**config.mk**
```make
export PLATFORM = sky130hd
export DESIGN_NAME = fir_top
export DESIGN_NICKNAME = d
export VERILOG_FILES = /design/src/hdl/fir_pkg.sv /design/src/hdl/fir_tap_line.sv /design/src/hdl/fir_product_sum.sv /design/src/hdl/fir_output_stage.sv /design/src/hdl/fir_top.sv
export SDC_FILE = /design/constraint.sdc
export NUM_CORES = 2
export LEC_CHECK = 0
export BUFFER_PORTS_ARGS = -buffer_cell sky130_fd_sc_hd__buf_2
export CAP_MARGIN = 5
export CORE_MARGIN = 2
export CORE_UTILIZATION = 40
export CTS_CLUSTER_SIZE = 16
export DETAILED_ROUTE_END_ITERATION = 10
export SETUP_SLACK_MARGIN = 0.3
export SKIP_CTS_REPAIR_TIMING = 1
export SLEW_MARGIN = 10
export SYNTH_ARGS = -nofsm -noshare
export SYNTH_HDL_FRONTEND = slang
export SYNTH_SLANG_ARGS = --single-unit
```
**constraint.sdc**
```tcl
create_clock -name clk -period 21.9 [get_ports clk]
set_clock_uncertainty 0.05 [all_clocks]
set_input_delay 1.095 -clock clk [delete_from_list [all_inputs] [get_ports clk]]
set_output_delay 1.095 -clock clk [all_outputs]
set_load 0.05 [all_outputs]
```
**src/hdl/fir_pkg.sv**
```systemverilog
// **************************************************
// fir_pkg
// widths, coefficient table and shared types for the
// 22-tap symmetric FIR filter
// **************************************************

`default_nettype none

package fir_pkg;

	// **************************************************
	// sizes
	// **************************************************

	// input and output sample width
	localparam int SAMPLE_W = 18;

	// filter length and unique coefficient count
	localparam int NUM_TAPS = 22;
	localparam int NUM_UNIQ = 11;

	// one bit of growth for a mirror-pair sum
	localparam int FOLD_W = 19;

	// products and sums kept at full precision
	localparam int ACC_W = 40;

	// normalization of the total sum
	localparam int SCALE_SHIFT = 17;

	// enabled clocks from input capture to output
	localparam int PIPE_DEPTH = 4;

	// **************************************************
	// types
	// **************************************************

	typedef logic signed [SAMPLE_W-1:0] sample_t;

	// coefficients share the sample width
	typedef logic signed [SAMPLE_W-1:0] coeff_t;

	typedef logic signed [ACC_W-1:0] acc_t;

	// one pre-added mirror pair
	typedef logic signed [FOLD_W-1:0] fold_t;

	// pair k is tap k plus tap NUM_TAPS-1-k
	typedef struct packed {
		fold_t [NUM_UNIQ-1:0] pair;
	} folded_t;

	// partial sum tagged with its valid strobe
	typedef struct packed {
		acc_t sum;
		logic valid;
	} partial_t;

	// unique half of the symmetric impulse response
	localparam coeff_t COEFFS [NUM_UNIQ] = '{
		88, 0, -97, -197, -294, -380, -447, -490, -504, -481, -420
	};

endpackage

`default_nettype wire

```
**src/hdl/fir_tap_line.sv**
```systemverilog
// **************************************************
// fir_tap_line
// sample delay line of the FIR filter with registered
// mirror-pair pre-adders and a matching valid delay
// **************************************************

`timescale 1ns/1ps
`default_nettype none

module fir_tap_line #(
	parameter int NUM_TAPS = fir_pkg::NUM_TAPS
) (
	input  wire              i_clk,
	input  wire              i_reset,
	input  wire              i_clk_ena,
	input  fir_pkg::sample_t i_in,
	input  wire              i_valid,
	output fir_pkg::folded_t o_folded,
	output logic             o_valid
);

	import fir_pkg::*;

	// tap 0 holds the newest sample
	sample_t taps [NUM_TAPS];

	// valid strobe aligned with the taps
	logic valid_tap;

	// **************************************************
	// delay line
	// **************************************************

	// shifts on every enabled clock whether or not the sample is valid
	always_ff @(posedge i_clk or posedge i_reset) begin
		if (i_reset) begin
			for (int i = 0; i < NUM_TAPS; i++) begin
				taps[i] <= '0;
			end
			valid_tap <= 1'b0;
		end else if (i_clk_ena) begin
			taps[0] <= i_in;
			for (int i = 1; i < NUM_TAPS; i++) begin
				taps[i] <= taps[i-1];
			end
			valid_tap <= i_valid;
		end
	end

	// **************************************************
	// mirror-pair pre-adders
	// **************************************************

	// sign-extend both taps before adding so the pair cannot wrap
	always_ff @(posedge i_clk or posedge i_reset) begin
		if (i_reset) begin
			o_folded <= '0;
			o_valid <= 1'b0;
		end else if (i_clk_ena) begin
			for (int k = 0; k < NUM_UNIQ; k++) begin
				o_folded.pair[k] <= fold_t'(taps[k]) + fold_t'(taps[NUM_TAPS-1-k]);
			end
			o_valid <= valid_tap;
		end
	end

endmodule

`default_nettype wire

```
**src/hdl/fir_product_sum.sv**
```systemverilog
// **************************************************
// fir_product_sum
// multiplies one group of folded pairs by their
// coefficients and registers the full-precision sum
// **************************************************

`timescale 1ns/1ps
`default_nettype none

module fir_product_sum #(
	parameter int GROUP_BASE = 0,
	parameter int GROUP_LEN = 6
) (
	input  wire               i_clk,
	input  wire               i_reset,
	input  wire               i_clk_ena,
	input  fir_pkg::folded_t  i_folded,
	input  wire               i_valid,
	output fir_pkg::partial_t o_partial
);

	import fir_pkg::*;

	// one product per pair in this group
	acc_t prod [GROUP_LEN];

	// combinational sum of the group
	acc_t sum;

	// **************************************************
	// multipliers
	// **************************************************

	// both operands widened to the accumulator width first,
	// so the product is exact
	for (genvar k = 0; k < GROUP_LEN; k++) begin : g_prod
		assign prod[k] = acc_t'(i_folded.pair[GROUP_BASE + k])
			* acc_t'(COEFFS[GROUP_BASE + k]);
	end

	// **************************************************
	// adder tree and partial sum register
	// **************************************************

	always_comb begin
		sum = '0;
		for (int k = 0; k < GROUP_LEN; k++) begin
			sum = sum + prod[k];
		end
	end

	// valid travels with the sum
	always_ff @(posedge i_clk or posedge i_reset) begin
		if (i_reset) begin
			o_partial <= '0;
		end else if (i_clk_ena) begin
			o_partial.sum <= sum;
			o_partial.valid <= i_valid;
		end
	end

endmodule

`default_nettype wire

```
**src/hdl/fir_output_stage.sv**
```systemverilog
// **************************************************
// fir_output_stage
// adds the two partial sums, scales to the sample width
// and registers the filter output with its valid
// **************************************************

`timescale 1ns/1ps
`default_nettype none

module fir_output_stage (
	input  wire               i_clk,
	input  wire               i_reset,
	input  wire               i_clk_ena,
	input  fir_pkg::partial_t i_low,
	input  fir_pkg::partial_t i_high,
	output fir_pkg::sample_t  o_out,
	output logic              o_valid
);

	import fir_pkg::*;

	// full-precision total of both halves
	acc_t total;

	// total after normalization
	acc_t scaled;

	// **************************************************
	// combine and scale
	// **************************************************

	assign total = i_low.sum + i_high.sum;

	// arithmetic shift keeps the sign of the total
	assign scaled = total >>> SCALE_SHIFT;

	// **************************************************
	// output register
	// **************************************************

	// low sample bits only; anything above them is dropped.
	// both halves carry the same valid, the low one is taken
	always_ff @(posedge i_clk or posedge i_reset) begin
		if (i_reset) begin
			o_out <= '0;
			o_valid <= 1'b0;
		end else if (i_clk_ena) begin
			o_out <= scaled[SAMPLE_W-1:0];
			o_valid <= i_low.valid;
		end
	end

endmodule

`default_nettype wire

```
**src/hdl/fir_top.sv**
```systemverilog
// **************************************************
// fir_top
// 22-tap symmetric FIR filter, four enabled clocks
// from input sample to output sample
// **************************************************

`timescale 1ns/1ps
`default_nettype none

module fir_top #(
	parameter int NUM_TAPS = fir_pkg::NUM_TAPS
) (
	input  wire              clk,
	input  wire              reset,
	input  wire              i_clk_ena,
	input  wire              i_valid,
	input  fir_pkg::sample_t i_in,
	output logic             o_valid,
	output fir_pkg::sample_t o_out
);

	import fir_pkg::*;

	// tap line to product sums
	folded_t folded;
	logic    folded_valid;

	// product sums to output stage
	partial_t part_low;
	partial_t part_high;

	fir_tap_line #(
		.NUM_TAPS (NUM_TAPS)
	) u_tap_line (
		.i_clk     (clk),
		.i_reset   (reset),
		.i_clk_ena (i_clk_ena),
		.i_in      (i_in),
		.i_valid   (i_valid),
		.o_folded  (folded),
		.o_valid   (folded_valid)
	);

	// pairs 0 to 5
	fir_product_sum #(
		.GROUP_BASE (0),
		.GROUP_LEN  (6)
	) u_sum_low (
		.i_clk     (clk),
		.i_reset   (reset),
		.i_clk_ena (i_clk_ena),
		.i_folded  (folded),
		.i_valid   (folded_valid),
		.o_partial (part_low)
	);

	// pairs 6 to 10
	fir_product_sum #(
		.GROUP_BASE (6),
		.GROUP_LEN  (5)
	) u_sum_high (
		.i_clk     (clk),
		.i_reset   (reset),
		.i_clk_ena (i_clk_ena),
		.i_folded  (folded),
		.i_valid   (folded_valid),
		.o_partial (part_high)
	);

	fir_output_stage u_output_stage (
		.i_clk     (clk),
		.i_reset   (reset),
		.i_clk_ena (i_clk_ena),
		.i_low     (part_low),
		.i_high    (part_high),
		.o_out     (o_out),
		.o_valid   (o_valid)
	);

endmodule

`default_nettype wire

```
==> results.py <==
metrics = {
    "status": {
        "status": "finished clean",
    },
    "timing": {
        "final.setup.tns_ps": 0,
        "grt_setup_unrepaired": "false",
        "setup_viol": 0,
        "finalHoldViolCount": 0,
        "tightestPinTransition_ps": 1120,
        "max_freq_mhz": 78.0,
        "slew_headroom_pct": 25.5,
        "fin_crit_sh_pct": 58.6,
        "maxSlewViolCount": 0,
        "fin_crit_ps": 12830,
        "timing.final.ws_setup_ps": 9070,
    },
    "floorplan": {
        "initial_utilization_pct": 40.3,
        "fp.dieH_um": 420,
        "ios": 41,
        "core_area_um2": 172000,
        "die_w_um": 420,
        "dieArea_um2": 177000,
        "num_rows": 152,
    },
    "cells_and_area": {
        "finish.net_count": 8564,
        "layout-drive-gt1-share_pct": 10.1,
        "area_growth_syn_to_layout_pct": 8.60,
    },
    "grt": {
        "gr-total-overflow": 0,
        "track_usage_pct": 20.0,
        "grt_pass1_vias": 48935,
        "grt_antenna_before_repair": 12,
        "grt_max_degree": 150,
        "grt_pass1_wl_um": 276000,
    },
    "clocking": {
        "cts.sinks": 678,
        "insertion_delay_ps": 720,
        "numCtsBuffers": 87,
        "cts_tree": "done",
        "htree_levels": 3,
        "clockRootBuffer": "clkbuf_16",
        "clk_pin_slew_ps": 60,
        "clockBufferDepth": 3,
    },
    "worst_hold_path": {
        "hold_class": "register to register",
        "min_from": "u_tap_line.taps[361]",
        "whs_path_depth": 2,
        "hold_end": "u_tap_line.taps[343]",
    },
    "critical_path": {
        "crit_top_cell": "ha_1",
        "worst_path_max_delay_cell": "fa_1",
        "rr_worst_depth": 49,
        "rr_endpoint": "u_sum_high.o_partial[34]",
        "worstSetupEndpointType": "register",
        "start_kind": "register",
        "crit_type": "register to register",
        "required_ps": 22400,
        "critPathMaxFanout": 5,
        "slowest_delay_ps": 560,
        "rrSetupSlack_ps": 9070,
        "cp_data_arrival_time_ps": 13330,
        "worstReg2RegStart": "u_tap_line.o_folded[136]",
    },
    "synth": {
        "synth_area_per_cell_um2": 10.3,
        "yosys_warnings": 0,
        "synth_edf_count": 0,
        "async_flop_share_pct": 100,
        "synth.cell_area_um2": 69300,
        "yosysSeqAreaShare_pct": 24.5,
        "netlist-cell-type-count": 79,
        "ys_ff_latch": 678,
        "synth_fp_nets": 8524,
        "netlist_instances": 6725,
        "ys.flop_type": "dfrtp_1",
    },
    "drt": {
        "drt_wl_total_um": 172000,
        "drt_iter0_markers": 2463,
        "vias": 46989,
        "drt_first_pass_iters": 5,
        "via_per_inst": 5.14,
        "drcViolationCount": 0,
        "routedWlPerCell_um": 18.8,
        "ant_nets": 0,
    },
    "placement": {
        "dp_hpwl_um": 142000,
        "dp_slack_ps": 9080,
        "gp_congestion": 0.893,
        "port_buffers": 40,
    },
    "job": {
        "maxCapViolations": 0,
    },
}
## synthesized netlist by cell type (13+ instances only)
cell	n	area, um^2
nor3_1	118	591
o21a_1	31	233
a21oi_1	294	1470
nand4_1	20	125
fa_1	660	13200
a21o_1	117	878
or2_2	17	106
nor2_1	208	781
o21ai_0	216	1080
and2_1	16	100
nand2b_1	43	269
dfrtp_1	678	17000
mux2i_1	37	370
o21bai_1	30	225
a221oi_1	13	114
o31ai_1	21	158
o21ai_1	93	465
xor2_1	110	963
a211o_1	15	131
xnor2_1	233	2040
or3_1	49	307
mux2_2	450	5070
a31oi_1	29	181
clkbuf_1	102	383
inv_1	1243	4670
nand2_1	309	1160
and3_1	41	257
o211ai_1	33	248
nor2b_1	45	282
or4_1	14	105
a211oi_1	31	233
nand3_1	83	415
ha_1	1117	14000
a21boi_1	14	105
## through the flow
step                      util, %  cells  cell area [um^2]  hold slack, ps
after floorplan                 -   6725             69300             399
final                        43.8   9144             75300             445
after CTS                    43.8   9141             75300             447
after detailed placement     42.0   8986             72200             435
after global routing         43.8   9141             75300             463
after global placement       42.0   8986             72200             425
## worst max-delay path by stage
stage | startpoint | to
final | u_tap_line.o_folded[136] | u_sum_high.o_partial[34]
after global routing | u_tap_line.o_folded[137] | u_sum_high.o_partial[34]
after CTS | u_tap_line.o_folded[136] | u_sum_high.o_partial[34]
after detailed placement | u_tap_line.o_folded[136] | u_sum_high.o_partial[34]
after global placement | u_tap_line.o_folded[136] | u_sum_high.o_partial[34]
after floorplan | reset | u_output_stage.o_out[0]
## flip-flops by register name (all words and copies together) (netlist names)
register,cells
u_output_stage.o_out,18
u_tap_line.o_folded,190
u_tap_line.o_valid,1
u_tap_line.taps,396
u_sum_low.o_partial,36
u_sum_high.o_partial,35
u_output_stage.o_valid,1
u_tap_line.valid_tap,1
## metal layers
metal	vias up	wire [um]	global-route usage [%]	part of all wire [%]
li1	22648	-	-	-
met1	23415	79100	27.2	46
met3	198	6160	2.19	3.6
met5	-	0	0	0
met2	728	80000	32.8	46
met4	0	6870	7.38	4.0
## layout make-up
class,instances,area (um^2)
Antenna cell,3,7.51
Fill cell,16500,96600
Clock inverter,36,547
Tap cell,2310,2890
Inverter,1246,4690
Clock buffer,119,2520
Sequential cell,678,17000
Timing Repair Buffer,63,408
Multi-Input combinational cell,4689,47300
## worst max-delay path, delay by kind of cell, from the launching register on
kind	cells	cell delay, ps
AOI/OAI and AO/OA	17	3300
buffers and inverters	5	230
DFF	1	420
adders and majority gates	19	7200
and+or+nand+nor	5	900
xor gates and xnor gates	3	550
## layout by cell type, fill, tap and decap left out, types with 93 or more instances in the layout
cell and n:
o21ai_0 216, nor2_1 208, o21ai_1 93, fa_1 660
dfrtp_1 678, inv_1 1242, xnor2_1 233, nor3_1 118
a21o_1 117, a21oi_1 294, ha_1 1117, mux2_2 450
xor2_1 110, nand2_1 309
## kinds of logic (layout without fill, tap and decap cells)
logic type	after synthesis	after routing	synth area share, %
buffers and inverters	1358	1464	7.36
AO/OA/AOI/OAI	1076	1076	9.80
other	0	3	0
flip-flops	678	678	24.5
AND/OR/NAND/NOR	1006	1006	6.96
XOR/XNOR	343	343	4.33
adder cells (fa/ha/maj)	1777	1777	39.2
multiplexers	487	487	7.84
Power is left out: the tool's default activity adds up to more than one toggle a clock period on the data nets, which glitch-free logic cannot reach.
